**config.mk**
```make
export PLATFORM = sky130hd
export DESIGN_NAME = gost_crypto_unit
export DESIGN_NICKNAME = d
export VERILOG_FILES = /design/src/rtl/gost_cmd_pkg.sv /design/src/rtl/gost_sbox_pkg.sv /design/src/rtl/gost_crypto_unit.sv /design/src/rtl/gost_result_reg.sv /design/src/rtl/gost_round_engine.sv /design/src/rtl/gost_cmd_decode.sv
export SDC_FILE = /design/constraint.sdc
export NUM_CORES = 1
export LEC_CHECK = 0
export ABC_AREA = 1
export BUFFER_PORTS_ARGS = -buffer_cell sky130_fd_sc_hd__buf_2
export CORE_MARGIN = 4
export CORE_UTILIZATION = 58
export DETAILED_ROUTE_END_ITERATION = 8
export PLACE_DENSITY = 0.88
export SETUP_SLACK_MARGIN = 0.1
export SLEW_MARGIN = 0
export SYNTH_ARGS = -nofsm -noshare
export SYNTH_HDL_FRONTEND = slang
export SYNTH_HIERARCHICAL = 1
export SYNTH_SLANG_ARGS = --single-unit
```
**constraint.sdc**
```tcl
create_clock -name clk -period 14.8 [get_ports clk]
set_input_delay 1.48 -clock clk [delete_from_list [all_inputs] [get_ports clk]]
set_output_delay 1.48 -clock clk [all_outputs]
set_load 0.02 [all_outputs]
```
**src/rtl/gost_cmd_pkg.sv**
```systemverilog
// GOST unit command encodings

package gost_cmd_pkg;

  //////////////////////////////
  // host command opcodes
  //////////////////////////////

  typedef enum logic [1:0] {
    op_load_key = 2'b00, // store a new 256-bit key
    op_encrypt  = 2'b01, // one block, encrypt key order
    op_decrypt  = 2'b10, // one block, decrypt key order
    op_reserved = 2'b11  // not a command, always rejected
  } cmd_op_e;

  //////////////////////////////
  // decoder FSM
  //////////////////////////////

  typedef enum logic {
    st_idle    = 1'b0, // ready for a command
    st_running = 1'b1  // a block is in the round engine
  } decode_state_e;

endpackage

```
**src/rtl/gost_sbox_pkg.sv**
```systemverilog
// GOST 28147-89 cipher constants and S-boxes

package gost_sbox_pkg;

  localparam int block_w    = 64;  // one cipher block
  localparam int half_w     = 32;  // half block and round key
  localparam int key_w      = 256; // eight round keys
  localparam int num_rounds = 32;

  // which substitution table set a block runs with
  typedef enum logic {
    set_test = 1'b0, // GOST R 34.11-94 test parameters
    set_cpro = 1'b1  // CryptoPro parameters
  } sbox_set_e;

  //////////////////////////////
  // substitution tables, row n serves nibble n
  //////////////////////////////

  localparam logic [3:0] sbox_test [8][16] = '{
    '{4'h4, 4'ha, 4'h9, 4'h2, 4'hd, 4'h8, 4'h0, 4'he,
      4'h6, 4'hb, 4'h1, 4'hc, 4'h7, 4'hf, 4'h5, 4'h3},
    '{4'he, 4'hb, 4'h4, 4'hc, 4'h6, 4'hd, 4'hf, 4'ha,
      4'h2, 4'h3, 4'h8, 4'h1, 4'h0, 4'h7, 4'h5, 4'h9},
    '{4'h5, 4'h8, 4'h1, 4'hd, 4'ha, 4'h3, 4'h4, 4'h2,
      4'he, 4'hf, 4'hc, 4'h7, 4'h6, 4'h0, 4'h9, 4'hb},
    '{4'h7, 4'hd, 4'ha, 4'h1, 4'h0, 4'h8, 4'h9, 4'hf,
      4'he, 4'h4, 4'h6, 4'hc, 4'hb, 4'h2, 4'h5, 4'h3},
    '{4'h6, 4'hc, 4'h7, 4'h1, 4'h5, 4'hf, 4'hd, 4'h8,
      4'h4, 4'ha, 4'h9, 4'he, 4'h0, 4'h3, 4'hb, 4'h2},
    '{4'h4, 4'hb, 4'ha, 4'h0, 4'h7, 4'h2, 4'h1, 4'hd,
      4'h3, 4'h6, 4'h8, 4'h5, 4'h9, 4'hc, 4'hf, 4'he},
    '{4'hd, 4'hb, 4'h4, 4'h1, 4'h3, 4'hf, 4'h5, 4'h9,
      4'h0, 4'ha, 4'he, 4'h7, 4'h6, 4'h8, 4'h2, 4'hc},
    '{4'h1, 4'hf, 4'hd, 4'h0, 4'h5, 4'h7, 4'ha, 4'h4,
      4'h9, 4'h2, 4'h3, 4'he, 4'h6, 4'hb, 4'h8, 4'hc}
  };

  localparam logic [3:0] sbox_cpro [8][16] = '{
    '{4'ha, 4'h4, 4'h5, 4'h6, 4'h8, 4'h1, 4'h3, 4'h7,
      4'hd, 4'hc, 4'he, 4'h0, 4'h9, 4'h2, 4'hb, 4'hf},
    '{4'h5, 4'hf, 4'h4, 4'h0, 4'h2, 4'hd, 4'hb, 4'h9,
      4'h1, 4'h7, 4'h6, 4'h3, 4'hc, 4'he, 4'ha, 4'h8},
    '{4'h7, 4'hf, 4'hc, 4'he, 4'h9, 4'h4, 4'h1, 4'h0,
      4'h3, 4'hb, 4'h5, 4'h2, 4'h6, 4'ha, 4'h8, 4'hd},
    '{4'h4, 4'ha, 4'h7, 4'hc, 4'h0, 4'hf, 4'h2, 4'h8,
      4'he, 4'h1, 4'h6, 4'h5, 4'hd, 4'hb, 4'h9, 4'h3},
    '{4'h7, 4'h6, 4'h4, 4'hb, 4'h9, 4'hc, 4'h2, 4'ha,
      4'h1, 4'h8, 4'h0, 4'he, 4'hf, 4'hd, 4'h3, 4'h5},
    '{4'h7, 4'h6, 4'h2, 4'h4, 4'hd, 4'h9, 4'hf, 4'h0,
      4'ha, 4'h1, 4'h5, 4'hb, 4'h8, 4'he, 4'hc, 4'h3},
    '{4'hd, 4'he, 4'h4, 4'h1, 4'h7, 4'h0, 4'h5, 4'ha,
      4'h3, 4'hc, 4'h8, 4'hf, 4'h6, 4'h2, 4'h9, 4'hb},
    '{4'h1, 4'h3, 4'ha, 4'h9, 4'h5, 4'hb, 4'h4, 4'hf,
      4'h8, 4'h6, 4'h7, 4'he, 4'hd, 4'h0, 4'h2, 4'hc}
  };

  // nibble n of x goes through row n of the chosen set
  function automatic logic [half_w-1:0] sbox_subst(input logic [half_w-1:0] x,
                                                   input sbox_set_e sel);
    logic [half_w-1:0] y;
    y = '0;
    for (int n = 0; n < half_w / 4; n++) begin
      if (sel == set_cpro)
        y[4*n +: 4] = sbox_cpro[n][x[4*n +: 4]];
      else
        y[4*n +: 4] = sbox_test[n][x[4*n +: 4]];
    end
    return y;
  endfunction

endpackage
```
**src/rtl/gost_crypto_unit.sv**
```systemverilog
// GOST 28147-89 ECB crypto unit

module gost_crypto_unit (
  input  logic                              clk,
  input  logic                              rst,
  input  logic                              cmd_strobe,
  input  gost_cmd_pkg::cmd_op_e             cmd_op,
  input  gost_sbox_pkg::sbox_set_e          cmd_sbox,
  input  logic [gost_sbox_pkg::key_w-1:0]   key_in,
  input  logic [gost_sbox_pkg::block_w-1:0] block_in,
  output logic                              busy,
  output logic                              cmd_reject,
  output logic                              result_valid,
  output logic [gost_sbox_pkg::block_w-1:0] result_block,
  output logic                              result_decrypt
);

  import gost_sbox_pkg::*;

  // decoder to engine
  logic               key_load;
  logic               start;
  logic               decrypt;
  sbox_set_e          sbox_sel;
  logic [key_w-1:0]   key_word;
  logic [block_w-1:0] block_word;

  // engine to decoder and result register
  logic [block_w-1:0] out_block;
  logic               done;

  gost_cmd_decode gost_cmd_decode_inst (
    .clk        (clk),
    .rst        (rst),
    .cmd_strobe (cmd_strobe),
    .cmd_op     (cmd_op),
    .cmd_sbox   (cmd_sbox),
    .key_in     (key_in),
    .block_in   (block_in),
    .done       (done),
    .key_load   (key_load),
    .start      (start),
    .decrypt    (decrypt),
    .sbox_sel   (sbox_sel),
    .key_word   (key_word),
    .block_word (block_word),
    .busy       (busy),
    .cmd_reject (cmd_reject)
  );

  gost_round_engine gost_round_engine_inst (
    .clk        (clk),
    .rst        (rst),
    .key_load   (key_load),
    .start      (start),
    .decrypt    (decrypt),
    .sbox_sel   (sbox_sel),
    .key_word   (key_word),
    .block_word (block_word),
    .out_block  (out_block),
    .done       (done)
  );

  gost_result_reg gost_result_reg_inst (
    .clk            (clk),
    .rst            (rst),
    .done           (done),
    .out_block      (out_block),
    .decrypt        (decrypt),
    .result_valid   (result_valid),
    .result_block   (result_block),
    .result_decrypt (result_decrypt)
  );

endmodule

```
**src/rtl/gost_result_reg.sv**
```systemverilog
// GOST result register

module gost_result_reg (
  input  logic                              clk,
  input  logic                              rst,
  input  logic                              done,
  input  logic [gost_sbox_pkg::block_w-1:0] out_block,
  input  logic                              decrypt,
  output logic                              result_valid,
  output logic [gost_sbox_pkg::block_w-1:0] result_block,
  output logic                              result_decrypt
);

  //////////////////////////////
  // flags
  //////////////////////////////

  always_ff @(posedge clk) begin
    if (rst) begin
      result_valid   <= 1'b0;
      result_decrypt <= 1'b0;
    end else begin
      result_valid <= done; // one cycle after the engine finishes
      if (done)
        result_decrypt <= decrypt; // direction still held by the decoder
    end
  end

  //////////////////////////////
  // block capture
  //////////////////////////////

  // held until the next block completes
  always_ff @(posedge clk) begin
    if (done)
      result_block <= out_block;
  end

endmodule

```
**src/rtl/gost_round_engine.sv**
```systemverilog
// GOST 28147-89 round engine

module gost_round_engine (
  input  logic                              clk,
  input  logic                              rst,
  input  logic                              key_load,
  input  logic                              start,
  input  logic                              decrypt,
  input  gost_sbox_pkg::sbox_set_e          sbox_sel,
  input  logic [gost_sbox_pkg::key_w-1:0]   key_word,
  input  logic [gost_sbox_pkg::block_w-1:0] block_word,
  output logic [gost_sbox_pkg::block_w-1:0] out_block,
  output logic                              done
);

  import gost_sbox_pkg::*;

  logic [half_w-1:0] key_mem [8]; // K0..K7

  logic [4:0] round_cnt;  // 0..31
  logic       active;     // rounds in progress
  logic       last_round;

  logic [half_w-1:0] a; // low half, fed to the round function
  logic [half_w-1:0] b; // high half

  logic [2:0]        enc_idx;
  logic [2:0]        dec_idx;
  logic [2:0]        key_idx;
  logic [half_w-1:0] sum;
  logic [half_w-1:0] subst;
  logic [half_w-1:0] rotated;

  //////////////////////////////
  // key store
  //////////////////////////////

  always_ff @(posedge clk) begin
    if (key_load) begin
      for (int n = 0; n < 8; n++)
        key_mem[n] <= key_word[key_w-1-half_w*n -: half_w]; // K0 in the top word
    end
  end

  //////////////////////////////
  // round counter
  //////////////////////////////

  assign last_round = active && (round_cnt == 5'(num_rounds - 1));

  always_ff @(posedge clk) begin
    if (rst) begin
      round_cnt <= 5'd0;
      active    <= 1'b0;
      done      <= 1'b0;
    end else begin
      done <= last_round;
      if (start) begin
        round_cnt <= 5'd0;
        active    <= 1'b1;
      end else if (active) begin
        round_cnt <= round_cnt + 5'd1;
        if (last_round)
          active <= 1'b0;
      end
    end
  end

  // encrypt: K0..K7 three times then K7..K0
  assign enc_idx = (&round_cnt[4:3]) ? ~round_cnt[2:0] : round_cnt[2:0];
  // decrypt: K0..K7 once then K7..K0 three times
  assign dec_idx = (|round_cnt[4:3]) ? ~round_cnt[2:0] : round_cnt[2:0];
  assign key_idx = decrypt ? dec_idx : enc_idx;

  //////////////////////////////
  // Feistel datapath
  //////////////////////////////

  assign sum     = a + key_mem[key_idx]; // mod 2^32
  assign subst   = sbox_subst(sum, sbox_sel);
  assign rotated = (subst << 11) | (subst >> (half_w - 11));

  always_ff @(posedge clk) begin
    if (start) begin
      b <= block_word[block_w-1 -: half_w];
      a <= block_word[half_w-1:0];
    end else if (active) begin
      a <= b ^ rotated;
      b <= a; // halves swap every round
    end
  end

  // no swap after the last round, so the output pair is reversed
  assign out_block = {a, b};

endmodule

```
**src/rtl/gost_cmd_decode.sv**
```systemverilog
// GOST command decoder

module gost_cmd_decode (
  input  logic                           clk,
  input  logic                           rst,
  input  logic                           cmd_strobe,
  input  gost_cmd_pkg::cmd_op_e          cmd_op,
  input  gost_sbox_pkg::sbox_set_e       cmd_sbox,
  input  logic [gost_sbox_pkg::key_w-1:0]   key_in,
  input  logic [gost_sbox_pkg::block_w-1:0] block_in,
  input  logic                           done,
  output logic                           key_load,
  output logic                           start,
  output logic                           decrypt,
  output gost_sbox_pkg::sbox_set_e       sbox_sel,
  output logic [gost_sbox_pkg::key_w-1:0]   key_word,
  output logic [gost_sbox_pkg::block_w-1:0] block_word,
  output logic                           busy,
  output logic                           cmd_reject
);

  import gost_cmd_pkg::*;
  import gost_sbox_pkg::*;

  decode_state_e state;

  logic idle_strobe;  // strobe that can be acted on
  logic accept_key;
  logic accept_block;

  assign idle_strobe  = cmd_strobe && (state == st_idle);
  assign accept_key   = idle_strobe && (cmd_op == op_load_key);
  assign accept_block = idle_strobe && (cmd_op == op_encrypt || cmd_op == op_decrypt);

  assign busy = (state == st_running);

  //////////////////////////////
  // control FSM
  //////////////////////////////

  always_ff @(posedge clk) begin
    if (rst) begin
      state      <= st_idle;
      key_load   <= 1'b0;
      start      <= 1'b0;
      cmd_reject <= 1'b0;
      decrypt    <= 1'b0;
      sbox_sel   <= set_test;
    end else begin
      key_load   <= 1'b0; // pulses by default
      start      <= 1'b0;
      cmd_reject <= 1'b0;
      case (state)
        st_idle: begin
          if (cmd_strobe) begin
            case (cmd_op)
              op_load_key: key_load <= 1'b1; // key copy, stays idle
              op_encrypt, op_decrypt: begin
                start    <= 1'b1;
                decrypt  <= (cmd_op == op_decrypt);
                sbox_sel <= cmd_sbox;
                state    <= st_running;
              end
              op_reserved: cmd_reject <= 1'b1;
            endcase
          end
        end
        st_running: begin
          if (cmd_strobe)
            cmd_reject <= 1'b1; // one block in flight only
          if (done)
            state <= st_idle;
        end
        default: state <= st_idle;
      endcase
    end
  end

  // operand words, held for the engine
  always_ff @(posedge clk) begin
    if (accept_key)
      key_word <= key_in;
    if (accept_block)
      block_word <= block_in;
  end

endmodule

```
* After elaboration in Yosys (flattened, before gate mapping)
Memories as Yosys holds them, arrays and structs flattened. Index checks and enable logic that the tools add are counted.
Operators by class: add/subtract/negate cells 2, magnitude comparators 8, equality and inequality tests 4, mux-type cells 61, bitwise operators 13, reductions and logical operators 14
Operator list (number):
- two-way mux 4 bit | 40
- two-way mux 32 bit | 4
- greater-or-equal comparator 5 bit (second input constant) | 8
- inverter 4 -> 5 bit | 8
- adder 32 bit | 1
- OR 32 x 11 -> 32 bit | 1
- bitwise XOR 32 bit | 1
- two-way mux 1 bit | 12
- two-way mux 3 bit | 3
- OR reduction 2 bit | 4
- adder 5 x 1 -> 5 bit (second input constant) | 1
- == test 5 bit (second input constant) | 1
- == test 2 bit (second input constant) | 2
- logical AND 1 bit | 4
- one-hot mux 1 bit (2 select lines) | 2
- inverter 3 bit | 1
- AND reduction 3 bit | 1
- OR reduction 3 bit | 1
- == test 2 x 1 -> 1 bit (second input constant) | 1
- logical NOT 2 bit | 1
- inverter 1 bit | 2
- AND reduction 2 bit | 1
- nonzero test 2 bit | 1
- logical OR 1 bit | 1
Word-level totals: flip-flop bits (word level) 463, bits in writable memories 256, ROM bits 1024, output and inout port bits 68, memories kept 17
Memory list:
- gost_round_engine_inst.key_mem | words 8, bits a word 32, rd ports 1, clocked after Yosys merged registers in 0, wr ports 8, line gost_round_engine.sv:18 | logic [half_w-1:0] key_mem [8];
- (no name shown) | words 16, bits a word 4, rd ports 1, clocked after Yosys merged registers in 0, wr ports 0, line gost_sbox_pkg.sv:65 | y[4*n +: 4] = sbox_cpro[n][x[4*n +: 4]];
- (no name shown) | words 16, bits a word 4, rd ports 1, clocked after Yosys merged registers in 0, wr ports 0, line gost_sbox_pkg.sv:65
- (no name shown) | words 16, bits a word 4, rd ports 1, clocked after Yosys merged registers in 0, wr ports 0, line gost_sbox_pkg.sv:67 | y[4*n +: 4] = sbox_test[n][x[4*n +: 4]];
- (no name shown) | words 16, bits a word 4, rd ports 1, clocked after Yosys merged registers in 0, wr ports 0, line gost_sbox_pkg.sv:67
- (no name shown) | words 16, bits a word 4, rd ports 1, clocked after Yosys merged registers in 0, wr ports 0, line gost_sbox_pkg.sv:67
- +11 memories

* Logic depth before layout (Yosys ltp)
An unclocked memory read counts as a cell.
depth after elaboration 14, depth in mapped cells 35

* Hierarchy
The synthesis kept the hierarchy.
By module, submodules not included:
- gost_round_engine | instances 1, cells an instance 2151, area an instance 18398.9 µm², seq. area each 9749.4 µm²
- gost_cmd_decode | instances 1, cells an instance 354, area an instance 9879.5 µm², seq. area each 9729.3 µm²
- gost_result_reg | instances 1, cells an instance 74, area an instance 1994.4 µm², seq. area each 1961.9 µm²

* Worst setup path before layout
OpenSTA, ideal clock, no wires.
kind in2reg, start point in cmd_op[0], end point reg gost_cmd_decode_inst/key_word[0] (netlist bit) (enable), setup time 0.879 ns, arrival time 12.257 ns, data required time 13.921 ns, path slack 1.664 ns, stages 4, buffers on the path 0, cell sequence inv_1 ha_1 inv_1 nor2_1
Between the ends: word-level cells in the longest chain between the ends 2
RTL lines:
- start: declaration | line gost_crypto_unit.sv:7 | input gost_cmd_pkg::cmd_op_e cmd_op,
- logical NOT 2 bit | line gost_cmd_decode.sv:32 | assign accept_key = idle_strobe && (cmd_op == op_load_key);
- logical AND 1 bit | line gost_cmd_decode.sv:32
- net gost_cmd_decode_inst.accept_key | line gost_cmd_decode.sv:28 | logic accept_key;
- end signal: assignment | line gost_cmd_decode.sv:82 | key_word <= key_in;
- end: declaration | line gost_cmd_decode.sv:16 | output logic [gost_sbox_pkg::key_w-1:0] key_word,
The timed path passes the listed nets, and every way through them passes these cells. A chain may end at the register's enable or synchronous reset.

* Final worst setup path
start point reg gost_round_engine_inst.round_cnt[4], end point reg gost_round_engine_inst.a[17] (data pin)
Between the ends: word-level cells in the longest chain between the ends 14, elaborated cells on any way between the ends 19
RTL lines:
- start: declaration | line gost_round_engine.sv:20 | logic [4:0] round_cnt;
- start signal: assignment | line gost_round_engine.sv:62 | round_cnt <= round_cnt + 5'd1;
- AND reduction 2 bit or OR reduction 2 bit (tied branches) | line gost_round_engine.sv:70, gost_round_engine.sv:72
- two-way mux 3 bit, on equally long branches | line gost_round_engine.sv:70, gost_round_engine.sv:72
- two-way mux 3 bit (*) | line gost_round_engine.sv:73 | assign key_idx = decrypt ? dec_idx : enc_idx;
- memory read (8 x 32 bit) (*)
- adder 32 bit (*) | line gost_round_engine.sv:79 | assign sum = a + key_mem[key_idx];
- inverter 4 -> 5 bit (not written as such) (*) | line gost_sbox_pkg.sv:65, gost_sbox_pkg.sv:67
- memory read (16 x 4 bit), on equally long branches
- two-way mux 4 bit, on equally long branches (2 in series) | line gost_sbox_pkg.sv:67, gost_sbox_pkg.sv:65
- two-way mux 4 bit (*) | line gost_sbox_pkg.sv:64 | if (sel == set_cpro)
- OR 32 x 11 -> 32 bit (*) | line gost_round_engine.sv:81 | assign rotated = (subst << 11) | (subst >> (half_w - 11));
- bitwise XOR 32 bit (*) | line gost_round_engine.sv:88 | a <= b ^ rotated;
- two-way mux 32 bit (*) | line gost_round_engine.sv:87 | end else if (active) begin
- two-way mux 32 bit (*) | line gost_round_engine.sv:84 | if (start) begin
- end signal: assignment | line gost_round_engine.sv:86 | a <= block_word[half_w-1:0];
- end signal: assignment | line gost_round_engine.sv:88
- end: declaration | line gost_round_engine.sv:24 | logic [half_w-1:0] a;
Mark *: on every way between the ends. The rest lies on a longest branch, timed or not. The select of a mux whose other input is x is not followed.

==> impl_summary.log <==
INFO  metric post_cts_setup_repair_buffer_count = 0
INFO  metric clock-sinks = 719
INFO  metric finish.net_count = ~3.4k
INFO  metric timing_worst_slew_pin_value = ~1.1 ns
INFO  metric syn_area = about 0.030 mm²
INFO  metric final.min_clock_period = roughly 6.2 ns
INFO  metric final-hold-violation-count = 0
INFO  metric cts_resized = 0
INFO  metric static-leakage-power = between 10 and 15 nW
INFO  metric design.core.area = ~0.052 mm²
INFO  metric timing.critical_path.from_type = flip-flop
INFO  metric dpl.hpwl = around 55000 µm
INFO  metric fp-row-count = 83
INFO  metric critPathMostFrequentCell = sky130_fd_sc_hd__nand2_1
INFO  metric routedLengthMet1 = between 20000 and 30000 µm
INFO  metric worstPathRequired = 15.17 ns
INFO  metric netlist-cell-type-count = 44
INFO  metric timing.fmax = between 0.15 and 0.2 GHz
INFO  metric layout_commonest_cell = sky130_fd_sc_hd__nand2_1
INFO  metric worst_clock_skew = 0.04446 ns
INFO  metric finalPower = ~6 mW
INFO  metric worst_r2r_endpoint = gost_round_engine_inst/a[17]$_DFFE_PP_
INFO  metric numCtsBuffers = just over 70
INFO  metric grt_antenna_before_repair = 3
INFO  metric run_status = finished, final reports clean
INFO  metric drt_drc_violations_left = 0
INFO  metric design.portCount = roughly 390
INFO  metric grt_pass1_vias = slightly above 20k
INFO  metric clock_tree.root_cell = sky130_fd_sc_hd__clkbuf_16
INFO  metric grt_start_max_net_pins = around 180
INFO  metric setup_viol = 0
INFO  metric timing.final.max_slew_violations = 0
INFO  metric gpl.final_weighted_congestion = 0.9989
INFO  metric clock_input_transition_at_the_sequential_cells_of_the_worst_setup_and_hold_paths = 0.07 ns
INFO  metric sequential_cell_area = between 0.02 and 0.025 mm²
INFO  metric peakVddDrop = 0.1300 mV
INFO  metric final_min_period_over_clock_period = 0.4170
INFO  metric io_buffers = ~390
INFO  metric cts_htree_levels = 3
INFO  metric timing.critical_path.to_type = flip-flop
INFO  metric hold_path.class = flip-flop to flip-flop
INFO  metric cts-root-to-sink-buffers = 3
INFO  metric worstSetupStartpoint = gost_round_engine_inst/round_cnt[4]$_SDFFE_PP0P_
INFO  metric multiInputGateArea = slightly below 0.008 mm²
INFO  metric filler_cell_count = approximately 3.5k
INFO  metric timing.critical_path.fanout_max = 73
INFO  metric final_wirelength = 79320 µm
INFO  metric critical_path_start_end_classification = flip-flop to flip-flop
INFO  metric clk_latency = 0.64 ns
INFO  metric drt_first_pass_iters = 6
INFO  metric mostFrequentLayoutCells = sky130_fd_sc_hd__nand2_1 (873), sky130_fd_sc_hd__edfxtp_1 (704), sky130_fd_sc_hd__buf_2 (393)
INFO  metric worst_path_max_delay_cell = sky130_fd_sc_hd__buf_4
INFO  metric synth_area_per_cell = about 12 µm²
INFO  metric max_cap_violations = 0
INFO  metric grt_setup_unrepaired = false
INFO  metric drive_above_1_share = 0.1856
INFO  metric met3_wirelength = 6585 µm
INFO  metric synth.net_count = 2994
INFO  metric routed_via_density = between 5 and 6
INFO  metric die_width = around 240 µm
INFO  metric floorplan.die.height = 236.5 µm
INFO  metric p_per_area = 167.4 mW/mm²
INFO  metric post_synth_inst_count = around 2.6k
INFO  metric avgRoutedWirePerCell = ~21 µm
INFO  metric routed-via-count = about 21k
INFO  metric uppermost_signal_routing_layer_after_detailed_routing = met5
INFO  metric synth_seq_cells = between 700 and 800
INFO  metric ys_seq_area_frac = 0.7082
INFO  metric initial_utilization = 0.5877
INFO  metric grt.overflow.total = 0
INFO  metric yosys_warnings = 6
INFO  metric whs = between 0.4 and 0.5 ns
INFO  metric met2_routed_length = between 40000 and 50000 µm
INFO  metric gr-usage-all-layers = 0.2767
INFO  metric fp.dieArea = 0.05591 mm²
INFO  metric worst_slew_margin_rel = 0.2791
INFO  metric ff2ff_path_depth = 25
INFO  metric grt_first_pass_wirelength = ~120000 µm
INFO  metric reg2reg_slack = roughly 8.6 ns
INFO  metric finalSetupTns = 0 ns
INFO  metric crit_path_max_cell_delay = between 0.7 and 0.8 ns
INFO  metric tritoncts = yes
INFO  metric cts_hold_buf = 0
INFO  metric rr_startpoint = gost_round_engine_inst/round_cnt[4]$_SDFFE_PP0P_
INFO  metric critPathCapture = gost_round_engine_inst/a[17]$_DFFE_PP_
INFO  metric syn2layout_area_growth = 16.54%
INFO  metric critPathArrivalTime = between 6 and 7 ns
INFO  metric dr.first_iter.drc_count = ~2.4k
INFO  metric route.antenna.remaining_nets = 0
how the worst min path moves through the flow:
stage,end,start,depth (start not counted)
2_1_floorplan,gost_round_engine_inst/key_mem[0][0]$_DFFE_PP_,gost_cmd_decode_inst/key_word[224]$_DFFE_PP_,0
3_3_place_gp,gost_round_engine_inst/key_mem[7][4]$_DFFE_PP_,gost_cmd_decode_inst/key_word[4]$_DFFE_PP_,0
3_5_place_dp,gost_round_engine_inst/key_mem[0][19]$_DFFE_PP_,gost_cmd_decode_inst/key_word[243]$_DFFE_PP_,0
4_1_cts,gost_round_engine_inst/key_mem[5][24]$_DFFE_PP_,gost_cmd_decode_inst/key_word[88]$_DFFE_PP_,0
5_1_grt,gost_round_engine_inst/key_mem[5][24]$_DFFE_PP_,gost_cmd_decode_inst/key_word[88]$_DFFE_PP_,0
6_report,gost_round_engine_inst/key_mem[5][24]$_DFFE_PP_,gost_cmd_decode_inst/key_word[88]$_DFFE_PP_,0
per-stage QoR:
step	utilization	setup slack (ns)	area [µm²]	instances
finish	0.6849	8.629	35280	3726
global route	0.6849	8.292	35280	3726
detailed placement	0.6406	8.769	33000	3598
global placement	0.6406	9.077	33000	3598
floorplan	-	1.664	30270	2579
CTS	0.6849	8.703	35280	3725
cells in the mapped netlist, drive strengths merged:
cell / n / share of area
a31oi: 6 / 0.0012
o21ai: 42 / 0.0069
a21o: 1 / 0.00025
clkinv: 1 / 0.00012
nand4: 6 / 0.0012
nand3: 345 / 0.058
a21oi: 40 / 0.0066
o211ai: 20 / 0.0050
clkbuf: 54 / 0.0067
or2: 6 / 0.0012
ha: 88 / 0.036
a22oi: 1 / 0.00025
and3: 2 / 0.00041
xnor2: 10 / 0.0034
nor3: 8 / 0.0013
xor2: 16 / 0.0069
o22ai: 1 / 0.00021
buf: 16 / 0.0024
a211oi: 5 / 0.0012
inv: 188 / 0.023
nand3b: 8 / 0.0020
nand2: 887 / 0.11
fa: 1 / 0.00066
a311oi: 1 / 0.00029
edfxtp: 704 / 0.70
o21bai: 5 / 0.0012
and2: 3 / 0.00062
nor4: 3 / 0.00083
nor2: 95 / 0.012
o31ai: 1 / 0.00025
dfxtp: 15 / 0.0099
flip-flops by register name, indices dropped and copies added (netlist names):
| signal | cells |
|---|---|
| gost_cmd_decode_inst/key_word | 256 |
| gost_round_engine_inst/key_mem | 256 |
| gost_cmd_decode_inst/block_word | 64 |
| gost_result_reg_inst/result_block | 64 |
| gost_round_engine_inst/a | 32 |
| gost_round_engine_inst/b | 32 |
| gost_round_engine_inst/round_cnt | 5 |
| gost_cmd_decode_inst/busy | 1 |
| gost_cmd_decode_inst/cmd_reject | 1 |
| gost_cmd_decode_inst/decrypt | 1 |
| gost_cmd_decode_inst/key_load | 1 |
| gost_cmd_decode_inst/sbox_sel | 1 |
| gost_cmd_decode_inst/start | 1 |
| gost_result_reg_inst/result_decrypt | 1 |
| gost_result_reg_inst/result_valid | 1 |
| gost_round_engine_inst/active | 1 |
| gost_round_engine_inst/done | 1 |
area by class of cell:
class | count | share of cell area
clock inverters | 43 | 0.01195
clock buffers | 84 | 0.05263
diodes | 1 | 0.00007093
well taps | 680 | 0.02412
multi-input cells | 1601 | 0.2237
repair buffers | 409 | 0.05951
inverters | 189 | 0.02011
flip-flops and latches | 719 | 0.6079
worst max-delay path: cells and delay by family, from the launching register on:
kind	cells	cell delay, ns
AO/OA/AOI/OAI	4	0.79
XOR/XNOR	1	0.50
adder cells (fa/ha/maj)	3	0.95
buffers and inverters	4	1.16
flip-flops	1	0.33
AND/OR/NAND/NOR	13	2.11
metal layers:
| metal | track usage | up-vias |
|---|---|---|
| met5 | 0 | - |
| met4 | 0.09324 | 4 |
| met3 | 0.04356 | 207 |
| met2 | 0.4844 | 1214 |
| met1 | 0.3563 | 10048 |
| li1 | - | 9689 |
where the power goes:
group / internal [mW] / switching, mW
logic: 0.554 / 1.16
clock network: 0.982 / 0.774
registers: 2.36 / 0.0664
kinds of logic (layout without fill, tap and decap cells):
kind of cell               Yosys count  count (layout)  synth area share
and+or+nand+nor                   1363            1363            0.1885
adders and majority gates           89              89           0.03703
DFF                                719             719            0.7082
AOI/OAI and AO/OA                  123             123           0.02348
xor gates and xnor gates            26              26           0.01025
other                                0               1                 0
buffers and inverters              259             725           0.03249
Power figures use the tool's default switching activity.
